==> src/hw/zx_bus_pkg.sv <==
// Bus package for the Spectrum memory and I/O core
// CPU bus, bank and RAM address types plus fixed port decode values
`default_nettype none

package zx_bus_pkg;

	// ============================================================
	// Widths that carry a meaning
	// ============================================================

	typedef logic [15:0] cpu_addr_t;     // Z80 address bus
	typedef logic [7:0]  cpu_data_t;     // Z80 data byte

	typedef logic [5:0]  bank_t;         // RAM and ROM share one bank space
	typedef logic [13:0] bank_offset_t;  // 16K window inside a bank

	// Bank above offset, so each 16K bank is linear in RAM
	typedef logic [19:0] ram_addr_t;

	// ============================================================
	// Port decoding
	// ============================================================

	// Kempston answers on the low address byte only
	localparam cpu_data_t PORT_KEMPSTON = 8'h1F;

	// Floating bus value when nothing drives the data lines
	localparam cpu_data_t IO_READ_IDLE = 8'hFF;

endpackage

`default_nettype wire

==> src/hw/zx_arch_pkg.sv <==
// Architecture package for the Spectrum memory and I/O core
// Machine and joystick selections and the fixed banks of the memory map
`default_nettype none

package zx_arch_pkg;

	// Machine family, latched at reset
	typedef enum logic [1:0] {
		zx48,
		zx128,      // 128K and +2
		zx_plus3    // +2A and +3
	} machine_e;

	typedef enum logic [1:0] {
		joy_kempston,
		joy_sinclair1,  // Keys 6..0
		joy_sinclair2   // Keys 1..5
	} joy_mode_e;

	// ============================================================
	// Memory map
	// ============================================================

	localparam zx_bus_pkg::bank_t ROM_BANK_BASE      = 6'd32;  // ROM n at 32 + n
	localparam zx_bus_pkg::bank_t BANK_AT_4000       = 6'd5;
	localparam zx_bus_pkg::bank_t BANK_AT_8000       = 6'd2;
	localparam zx_bus_pkg::bank_t SCREEN_BANK_NORMAL = 6'd5;
	localparam zx_bus_pkg::bank_t SCREEN_BANK_SHADOW = 6'd7;

endpackage

`default_nettype wire

==> src/hw/zx_io_if.sv <==
// One decoded CPU I/O cycle, from the bus front end to the port blocks
`default_nettype none

interface zx_io_if import zx_bus_pkg::*; ();

	logic      wr_stb;  // One cycle per I/O write
	logic      rd;      // Level for the whole I/O read
	cpu_addr_t addr;
	cpu_data_t wdata;
	cpu_data_t rdata;   // Driven by the ULA block

	modport bus (
		output wr_stb, rd, addr, wdata,
		input  rdata
	);

	modport port_rw (
		input  wr_stb, rd, addr, wdata,
		output rdata
	);

	// Paging registers are write only
	modport port_wr (
		input wr_stb, addr, wdata
	);

endinterface

`default_nettype wire

==> src/hw/zx_mem_if.sv <==
// CPU memory request and its completion, bus front end to mapper
`default_nettype none

interface zx_mem_if import zx_bus_pkg::*; ();

	logic      req_valid;
	logic      req_ready;
	cpu_addr_t addr;
	cpu_data_t wdata;
	logic      we;

	logic      rsp_valid;  // One pulse per accepted request
	cpu_data_t rsp_rdata;

	modport cpu (
		output req_valid, addr, wdata, we,
		input  req_ready, rsp_valid, rsp_rdata
	);

	modport map (
		input  req_valid, addr, wdata, we,
		output req_ready, rsp_valid, rsp_rdata
	);

endinterface

`default_nettype wire

==> src/hw/zx_page_if.sv <==
// Current paging state from the register block to the mapper
`default_nettype none

interface zx_page_if import zx_bus_pkg::*; ();

	bank_t      ram_top;      // Bank seen at C000
	logic [1:0] rom_sel;
	logic       special;      // +3 all-RAM mode
	logic [1:0] special_cfg;

	modport src (output ram_top, rom_sel, special, special_cfg);
	modport dst (input  ram_top, rom_sel, special, special_cfg);

endinterface

`default_nettype wire

==> src/hw/zx_cpu_bus.sv <==
// CPU bus front end
// Turns Z80 strobes into memory requests and I/O cycles, stalls the CPU on wait
`default_nettype none

module zx_cpu_bus import zx_bus_pkg::*; (
	input  wire logic      clk_sys,
	input  wire logic      reset,
	input  wire cpu_addr_t cpu_addr,
	input  wire cpu_data_t cpu_wdata,
	output cpu_data_t      cpu_rdata,
	input  wire logic      cpu_mreq,
	input  wire logic      cpu_iorq,
	input  wire logic      cpu_rd,
	input  wire logic      cpu_wr,
	input  wire logic      cpu_m1,
	output logic           cpu_wait,
	zx_io_if.bus           io,
	zx_mem_if.cpu          mem
);

	logic      mem_acc, mem_acc_q, mem_start;
	logic      io_wr, io_wr_q;
	logic      wait_q;
	logic      req_valid_q;
	cpu_addr_t req_addr_q;
	cpu_data_t req_wdata_q;
	logic      req_we_q;
	cpu_data_t rdata_q;

	assign mem_acc   = cpu_mreq & (cpu_rd | cpu_wr);
	assign mem_start = mem_acc & ~mem_acc_q;
	assign io_wr     = cpu_iorq & cpu_wr & ~cpu_m1;  // Skip interrupt acknowledge

	// ============================================================
	// Access tracking
	// ============================================================

	always_ff @(posedge clk_sys) begin
		if (reset) begin
			mem_acc_q   <= 1'b0;
			io_wr_q     <= 1'b0;
			wait_q      <= 1'b0;
			req_valid_q <= 1'b0;
		end else begin
			mem_acc_q <= mem_acc;
			io_wr_q   <= io_wr;
			if (mem.rsp_valid)
				wait_q <= 1'b0;
			if (mem_start) begin
				wait_q      <= 1'b1;
				req_valid_q <= 1'b1;
			end else if (req_valid_q && mem.req_ready) begin
				req_valid_q <= 1'b0;
			end
		end
	end

	// Request fields frozen for the handshake
	always_ff @(posedge clk_sys) begin
		if (mem_start) begin
			req_addr_q  <= cpu_addr;
			req_wdata_q <= cpu_wdata;
			req_we_q    <= cpu_wr;
		end
		if (mem.rsp_valid)
			rdata_q <= mem.rsp_rdata;
	end

	assign mem.req_valid = req_valid_q;
	assign mem.addr      = req_addr_q;
	assign mem.wdata     = req_wdata_q;
	assign mem.we        = req_we_q;

	assign cpu_wait = wait_q & ~mem.rsp_valid;  // Released as the response lands

	assign io.wr_stb = io_wr & ~io_wr_q;
	assign io.rd     = cpu_iorq & cpu_rd & ~cpu_m1;
	assign io.addr   = cpu_addr;
	assign io.wdata  = cpu_wdata;

	// Read data back to the CPU
	always_comb begin
		if (cpu_mreq && cpu_rd)
			cpu_rdata = mem.rsp_valid ? mem.rsp_rdata : rdata_q;
		else if (io.rd)
			cpu_rdata = io.rdata;
		else
			cpu_rdata = IO_READ_IDLE;
	end

	a_req_hold: assert property (@(posedge clk_sys) disable iff (reset)
		mem.req_valid && !mem.req_ready |=> mem.req_valid);

endmodule

`default_nettype wire

==> src/hw/zx_mem_io.sv <==
// Spectrum 128K-family memory and I/O core
// Bus front end, paging, memory mapper and ULA ports
`default_nettype none

module zx_mem_io import zx_bus_pkg::*, zx_arch_pkg::*; (
	input  wire logic       clk_sys,
	input  wire logic       reset,
	input  wire machine_e   machine,
	// Z80 bus, active high
	input  wire cpu_addr_t  cpu_addr,
	input  wire cpu_data_t  cpu_wdata,
	output cpu_data_t       cpu_rdata,
	input  wire logic       cpu_mreq,
	input  wire logic       cpu_iorq,
	input  wire logic       cpu_rd,
	input  wire logic       cpu_wr,
	input  wire logic       cpu_m1,
	output logic            cpu_wait,
	// External RAM
	output logic            ram_valid,
	input  wire logic       ram_ready,
	output ram_addr_t       ram_addr,
	output cpu_data_t       ram_wdata,
	output logic            ram_we,
	input  wire cpu_data_t  ram_rdata,
	// ULA side
	input  wire logic [4:0] kbd_cols,
	input  wire logic       ear_in,
	input  wire joy_mode_e  joy_mode,
	input  wire logic [4:0] joy_state,
	output logic [2:0]      border,
	output logic            ear_out,
	output logic            mic_out,
	output bank_t           screen_bank
);

	zx_io_if   io_if_i ();
	zx_mem_if  mem_if_i ();
	zx_page_if page_if_i ();

	zx_cpu_bus zx_cpu_bus_i (
		.clk_sys, .reset, .cpu_addr, .cpu_wdata, .cpu_rdata,
		.cpu_mreq, .cpu_iorq, .cpu_rd, .cpu_wr, .cpu_m1, .cpu_wait,
		.io(io_if_i), .mem(mem_if_i)
	);

	zx_paging zx_paging_i (
		.clk_sys, .reset, .machine, .io(io_if_i), .page(page_if_i), .screen_bank
	);

	zx_mem_map zx_mem_map_i (
		.clk_sys, .reset, .mem(mem_if_i), .page(page_if_i),
		.ram_valid, .ram_ready, .ram_addr, .ram_wdata, .ram_we, .ram_rdata
	);

	zx_ula_io zx_ula_io_i (
		.clk_sys, .reset, .io(io_if_i), .kbd_cols, .ear_in, .joy_mode, .joy_state,
		.border, .ear_out, .mic_out
	);

endmodule

`default_nettype wire

==> src/hw/zx_mem_map.sv <==
// Memory mapper
// Translates CPU addresses to bank-linear RAM addresses, drops ROM writes
`default_nettype none

module zx_mem_map import zx_bus_pkg::*, zx_arch_pkg::*; (
	input  wire logic      clk_sys,
	input  wire logic      reset,
	zx_mem_if.map          mem,
	zx_page_if.dst         page,
	output logic           ram_valid,
	input  wire logic      ram_ready,
	output ram_addr_t      ram_addr,
	output cpu_data_t      ram_wdata,
	output logic           ram_we,
	input  wire cpu_data_t ram_rdata
);

	logic [1:0]   slot;
	bank_t        bank;
	bank_offset_t offset;
	logic         rom_write;
	logic         accept;
	logic         rsp_valid_q;
	cpu_data_t    rsp_rdata_q;

	assign slot      = mem.addr[15:14];
	assign offset    = mem.addr[13:0];
	assign rom_write = mem.we & ~page.special & (slot == 2'd0);

	always_comb begin
		if (page.special) begin
			// +3 all-RAM layouts
			case ({page.special_cfg, slot})
				4'b00_00: bank = 6'd0;
				4'b00_01: bank = 6'd1;
				4'b00_10: bank = 6'd2;
				4'b00_11: bank = 6'd3;
				4'b01_11: bank = 6'd7;
				4'b10_11: bank = 6'd3;
				4'b11_01: bank = 6'd7;
				4'b11_11: bank = 6'd3;
				default:  bank = {4'd1, slot};  // Slots 4,5,6 pattern
			endcase
		end else begin
			case (slot)
				2'd0:    bank = ROM_BANK_BASE + {4'd0, page.rom_sel};
				2'd1:    bank = BANK_AT_4000;
				2'd2:    bank = BANK_AT_8000;
				default: bank = page.ram_top;
			endcase
		end
	end

	assign mem.req_ready = ~ram_valid;
	assign accept        = mem.req_valid & ~ram_valid;

	// ============================================================
	// Output register towards RAM
	// ============================================================

	always_ff @(posedge clk_sys) begin
		if (reset) begin
			ram_valid   <= 1'b0;
			rsp_valid_q <= 1'b0;
		end else begin
			rsp_valid_q <= 1'b0;
			if (accept) begin
				ram_valid   <= ~rom_write;
				rsp_valid_q <= rom_write;  // Acked but never sent
			end else if (ram_valid && ram_ready) begin
				ram_valid   <= 1'b0;
				rsp_valid_q <= 1'b1;
			end
		end
	end

	always_ff @(posedge clk_sys) begin
		if (accept) begin
			ram_addr  <= {bank, offset};
			ram_wdata <= mem.wdata;
			ram_we    <= mem.we;
		end
		if (ram_valid && ram_ready)
			rsp_rdata_q <= ram_rdata;
	end

	assign mem.rsp_valid = rsp_valid_q;
	assign mem.rsp_rdata = rsp_rdata_q;

	a_ram_stable: assert property (@(posedge clk_sys) disable iff (reset)
		ram_valid && !ram_ready |=> ram_valid && $stable(ram_addr)
			&& $stable(ram_wdata) && $stable(ram_we));

endmodule

`default_nettype wire

==> src/hw/zx_paging.sv <==
// Paging registers 7FFD and 1FFD
// Holds RAM and ROM selection, shadow screen, +3 special mode and the lock
`default_nettype none

module zx_paging import zx_bus_pkg::*, zx_arch_pkg::*; (
	input  wire logic     clk_sys,
	input  wire logic     reset,
	input  wire machine_e machine,
	zx_io_if.port_wr      io,
	zx_page_if.src        page,
	output bank_t         screen_bank
);

	machine_e   machine_q;
	logic [2:0] ram_bank_q;
	logic       shadow_q;
	logic       rom_lo_q;
	logic       lock_q;
	logic       special_q;
	logic [1:0] special_cfg_q;  // Bit 1 doubles as ROM high bit

	logic is_plus3;
	logic page_disable;
	logic sel_7ffd, sel_1ffd;

	assign is_plus3     = (machine_q == zx_plus3);
	assign page_disable = lock_q | (machine_q == zx48);

	// 128K decodes loosely, +3 also needs A14
	assign sel_7ffd = ~io.addr[15] & ~io.addr[1] & (io.addr[14] | ~is_plus3);
	assign sel_1ffd = is_plus3 & (io.addr[15:12] == 4'b0001) & ~io.addr[1];

	// ============================================================
	// Register writes
	// ============================================================

	always_ff @(posedge clk_sys) begin
		if (reset) begin
			machine_q     <= machine;  // Tracks the selection while in reset
			ram_bank_q    <= 3'd0;
			shadow_q      <= 1'b0;
			rom_lo_q      <= 1'b0;
			lock_q        <= 1'b0;
			special_q     <= 1'b0;
			special_cfg_q <= 2'b00;
		end else if (io.wr_stb && !page_disable) begin
			if (sel_7ffd) begin
				ram_bank_q <= io.wdata[2:0];
				shadow_q   <= io.wdata[3];
				rom_lo_q   <= io.wdata[4];
				lock_q     <= io.wdata[5];
			end else if (sel_1ffd) begin
				special_q     <= io.wdata[0];
				special_cfg_q <= io.wdata[2:1];
			end
		end
	end

	assign page.ram_top     = {3'b000, ram_bank_q};
	assign page.special     = special_q;
	assign page.special_cfg = special_cfg_q;

	always_comb begin
		case (machine_q)
			zx48:     page.rom_sel = 2'd1;  // 48 BASIC only
			zx128:    page.rom_sel = {1'b0, rom_lo_q};
			default:  page.rom_sel = {special_cfg_q[1], rom_lo_q};
		endcase
	end

	assign screen_bank = shadow_q ? SCREEN_BANK_SHADOW : SCREEN_BANK_NORMAL;

	a_special_plus3: assert property (@(posedge clk_sys) disable iff (reset)
		page.special |-> machine_q == zx_plus3);

endmodule

`default_nettype wire

==> src/hw/zx_ula_io.sv <==
// ULA port FE and Kempston port 1F
// Border, EAR and MIC outputs, keyboard read with Sinclair joystick keys merged in
`default_nettype none

module zx_ula_io import zx_bus_pkg::*, zx_arch_pkg::*; (
	input  wire logic       clk_sys,
	input  wire logic       reset,
	zx_io_if.port_rw        io,
	input  wire logic [4:0] kbd_cols,   // Active low
	input  wire logic       ear_in,
	input  wire joy_mode_e  joy_mode,
	input  wire logic [4:0] joy_state,  // Fire, up, down, left, right from bit 4
	output logic [2:0]      border,
	output logic            ear_out,
	output logic            mic_out
);

	logic [4:0] keys_s1, keys_s2;
	logic [4:0] kbd_read;

	always_ff @(posedge clk_sys) begin
		if (reset) begin
			border  <= 3'd0;
			ear_out <= 1'b0;
			mic_out <= 1'b0;
		end else if (io.wr_stb && !io.addr[0]) begin
			border  <= io.wdata[2:0];
			mic_out <= io.wdata[3];
			ear_out <= io.wdata[4];
		end
	end

	// Sinclair I on row 6..0, selected by A12
	assign keys_s1 = (joy_mode == joy_sinclair1 && !io.addr[12])
		? {joy_state[1], joy_state[0], joy_state[2], joy_state[3], joy_state[4]}
		: 5'b00000;
	// Sinclair II on row 1..5, selected by A11
	assign keys_s2 = (joy_mode == joy_sinclair2 && !io.addr[11])
		? {joy_state[4], joy_state[3], joy_state[2], joy_state[0], joy_state[1]}
		: 5'b00000;

	assign kbd_read = kbd_cols & ~(keys_s1 | keys_s2);

	always_comb begin
		if (!io.rd)
			io.rdata = IO_READ_IDLE;
		else if (!io.addr[0])
			io.rdata = {1'b1, ear_in, 1'b1, kbd_read};
		else if (io.addr[7:0] == PORT_KEMPSTON)
			io.rdata = (joy_mode == joy_kempston) ? {3'b000, joy_state} : 8'h00;
		else
			io.rdata = IO_READ_IDLE;
	end

endmodule

`default_nettype wire

==> config.mk <==
export PLATFORM = sky130hd
export DESIGN_NAME = zx_mem_io
export DESIGN_NICKNAME = d
export VERILOG_FILES = /design/src/hw/zx_bus_pkg.sv /design/src/hw/zx_arch_pkg.sv /design/src/hw/zx_io_if.sv /design/src/hw/zx_mem_if.sv /design/src/hw/zx_page_if.sv /design/src/hw/zx_cpu_bus.sv /design/src/hw/zx_mem_io.sv /design/src/hw/zx_mem_map.sv /design/src/hw/zx_paging.sv /design/src/hw/zx_ula_io.sv
export SDC_FILE = /design/constraint.sdc
export NUM_CORES = 1
export LEC_CHECK = 0
export ABC_AREA = 1
export BUFFER_PORTS_ARGS = -buffer_cell sky130_fd_sc_hd__buf_4
export CAP_MARGIN = 20
export CELL_PAD_IN_SITES_DETAIL_PLACEMENT = 0
export CELL_PAD_IN_SITES_GLOBAL_PLACEMENT = 1
export CORE_MARGIN = 3
export CORE_UTILIZATION = 30
export CTS_CLUSTER_SIZE = 8
export DETAILED_ROUTE_END_ITERATION = 10
export PLACE_DENSITY = 0.76
export REMOVE_ABC_BUFFERS = 1
export SYNTH_ARGS = -nofsm -noshare
export SYNTH_HDL_FRONTEND = slang
export SYNTH_HIERARCHICAL = 1
export SYNTH_SLANG_ARGS = --single-unit
==> constraint.sdc <==
create_clock -name clk_sys -period 1.9 [get_ports clk_sys]
set_input_delay 0.475 -clock clk_sys [delete_from_list [all_inputs] [get_ports clk_sys]]
set_output_delay 0.475 -clock clk_sys [all_outputs]
set_load 0.02 [all_outputs]
==> flow_metrics.env <==
export IMPL_cts_buffer_depth=2
export IMPL_worst_path_buf_inv=4
export IMPL_num_vias=2922
export IMPL_core_area_sq_mm=0.0133
export IMPL_syn_inst=408
export IMPL_final_seq_area_sq_mm=0.00248
export IMPL_avgSynthCellArea_sq_um=10.1
export IMPL_clock_root_buffer="clkbuf_16"
export IMPL_violations="setup timing"
export IMPL_fin_tns_setup_ps=-555
export IMPL_instances_no_fill=692
export IMPL_p_seq_share_pct=49.9
export IMPL_utilization_pct=41.1
export IMPL_power_share_combinational_pct=14.4
export IMPL_syn_to_final_growth_pct=33.5
export IMPL_crit_slowest_cell="nor2_1"
export IMPL_grt_pass1_wl_um=14400
export IMPL_timing_hold_ws_ps=306
export IMPL_hold_viol_final=0
export IMPL_yosys_warnings=6
export IMPL_start_util_pct=30.8
export IMPL_final_max_slew_violation_count=0
export IMPL_cp_depth=12
export IMPL_setup_viol=8
export IMPL_gp_congestion=0.813
export IMPL_drc=0
export IMPL_numPortBuffers=99
export IMPL_grt_usage_pct=12.7
export IMPL_placedCellCount=675
export IMPL_min_path_cells=1
export IMPL_crit_arrival_ps=1550
export IMPL_postPlaceCellArea_sq_mm=0.00501
export IMPL_antenna_found_initial=0
export IMPL_io_pins=105
export IMPL_period_minus_slack_ps=2030
export IMPL_multi_input_area_sq_mm=0.00130
export IMPL_dieArea_sq_mm=0.0151
export IMPL_ir_drop_uv=497
export IMPL_grt_start_max_net_pins=26
export IMPL_worstPathCellList="buf_8, inv_4, nand2_1, nor2_1, nand3_4, o21ai_2, nand2_1, inv_1, nand2_2, nor2_2, nor2_2, buf_6"
export IMPL_ant_nets=0
export IMPL_drive_gt1_share_pct=41.7
export IMPL_fmax_mhz=493
export IMPL_die_y_um=123
export IMPL_clkLatencyLatePin_ps=340
export IMPL_worst_slack_ps=-128
export IMPL_p_int_w=0.00361
export IMPL_drt_iter0_markers=129
export IMPL_cap_violations=0
export IMPL_drt_pass1_iterations=6
export IMPL_cp_start_kind="input port"
export IMPL_power_density_mw_per_mm2=868
export IMPL_final_fill_count=1356
export IMPL_cts_buffers=9
export IMPL_rsz0062_at_grt="true"
export IMPL_clkPwrFrac_pct=35.7
export IMPL_synthesis_area_sq_mm=0.00411
export IMPL_num_rows=42
export IMPL_overflow=0
export IMPL_wl_per_cell_um=13.4
export IMPL_r2r_cells=9
export IMPL_hpwlAfterDp_um=7060
export IMPL_status="finished, violations left"
export IMPL_finalInstanceArea_sq_mm=0.00549
export IMPL_critical_path_endpoint_type="output port"
export IMPL_routed_wirelength_um=9270
export IMPL_skew_ps=5.50
export IMPL_cp_max_fo=3
export IMPL_cts_sinks=92
export IMPL_cts_clk_slew_worst_paths_ps=60
export IMPL_diodes=0
export IMPL_cts_tree="built"
export IMPL_ctsHoldBuffers=0
export IMPL_min_path_type="input port to flip-flop"
export IMPL_critPathMaxStageDelay_ps=260
export IMPL_layout_nets=566
export IMPL_critPathRequiredTime_ps=1420
export IMPL_p_leak_nw=2.35
export IMPL_cp_top_family="simple AND/OR/NAND/NOR gates"
export IMPL_h_tree_depth=3
export IMPL_grt_pass1_vias=2871
export IMPL_finalCritPeriodShare_pct=107
export IMPL_setup_worst_path_class="input port to output port"
export IMPL_vias_per_cell=4.22
export IMPL_die_w_um=123
export IMPL_p_switching_w=0.00115
export IMPL_power_switching_share_pct=24.2
[cells in the final DEF (no fill, tap or decap), drive strengths merged]
master / n
o21ai: 2
and2: 1
or2: 2
buf: 119
edfxtp: 64
clkbuf: 15
nand2: 110
dfxtp: 28
conb: 8
nor2: 64
nand4: 7
inv: 53
nand3b: 2
a22oi: 1
o211ai: 2
clkinv: 1
nor4: 2
nand3: 21
a21oi: 14
[registers in the layout (all words and copies together), names as in the netlist, 2 cells and up]
name,count
zx_mem_map_i/ram_addr,20
zx_ula_io_i/border,3
zx_cpu_bus_i/mem.wdata,8
zx_cpu_bus_i/rdata_q,8
zx_mem_map_i/mem.rsp_rdata,8
zx_mem_map_i/ram_wdata,8
zx_paging_i/machine_q,2
zx_cpu_bus_i/mem.addr,16
zx_paging_i/page.special_cfg,2
zx_paging_i/ram_bank_q,3
[path summary, 6_finish.rpt]
kind / from / to / slack (ps)
max reg2reg: zx_cpu_bus_i/io_wr_q / zx_paging_i/ram_bank_q[0] / 380
min reg2reg: zx_cpu_bus_i/mem.addr[2] / zx_mem_map_i/ram_addr[2] / 420
min: ram_rdata[1] / zx_mem_map_i/mem.rsp_rdata[1] / 310
max: cpu_addr[7] / cpu_rdata[6] / -130
[per-layer routing]
metal | part of all wire (%) | vias to the layer above | track usage [%]
met2 | 48 | 79 | 19.9
met3 | 5.9 | 19 | 4.35
met4 | 2.5 | 0 | 5.12
met5 | 0 | - | 0
li1 | - | 1477 | -
met1 | 44 | 1347 | 16.3
[per-stage QoR]
stage / total power (W) / setup WS [ps]
2_1_floorplan: 0.00276 / -232
3_3_place_gp: 0.00306 / -273
3_5_place_dp: 0.00308 / -306
4_1_cts: 0.00485 / -135
5_1_grt: 0.00501 / -240
6_report: 0.00477 / -128
[layout make-up]
type,instances,share of cell area [%]
timing repair buffer,119,17.8
multi-input combinational,236,23.7
inverter,53,4.08
tap,176,4.01
sequential,92,45.2
clock inverter,1,0.0912
clock buffer,15,5.08
[what timing repair did]
action / 4_1_cts / 5_1_grt
resized for setup: 45 / 18
buffers inserted: 2 / 0
setup endpoints to repair: 8 / 8
pin swaps: 29 / 16
[power by group through the flow]
stage	combinational [W]	sequential (W)	clock, W
2_1_floorplan	0.000298	0.00246	0
3_3_place_gp	0.000641	0.00242	0
3_5_place_dp	0.000653	0.00242	0
4_1_cts	0.000686	0.00238	0.00178
5_1_grt	0.000754	0.00239	0.00186
6_report	0.000686	0.00238	0.00170
(Power assumes the default switching activity.)
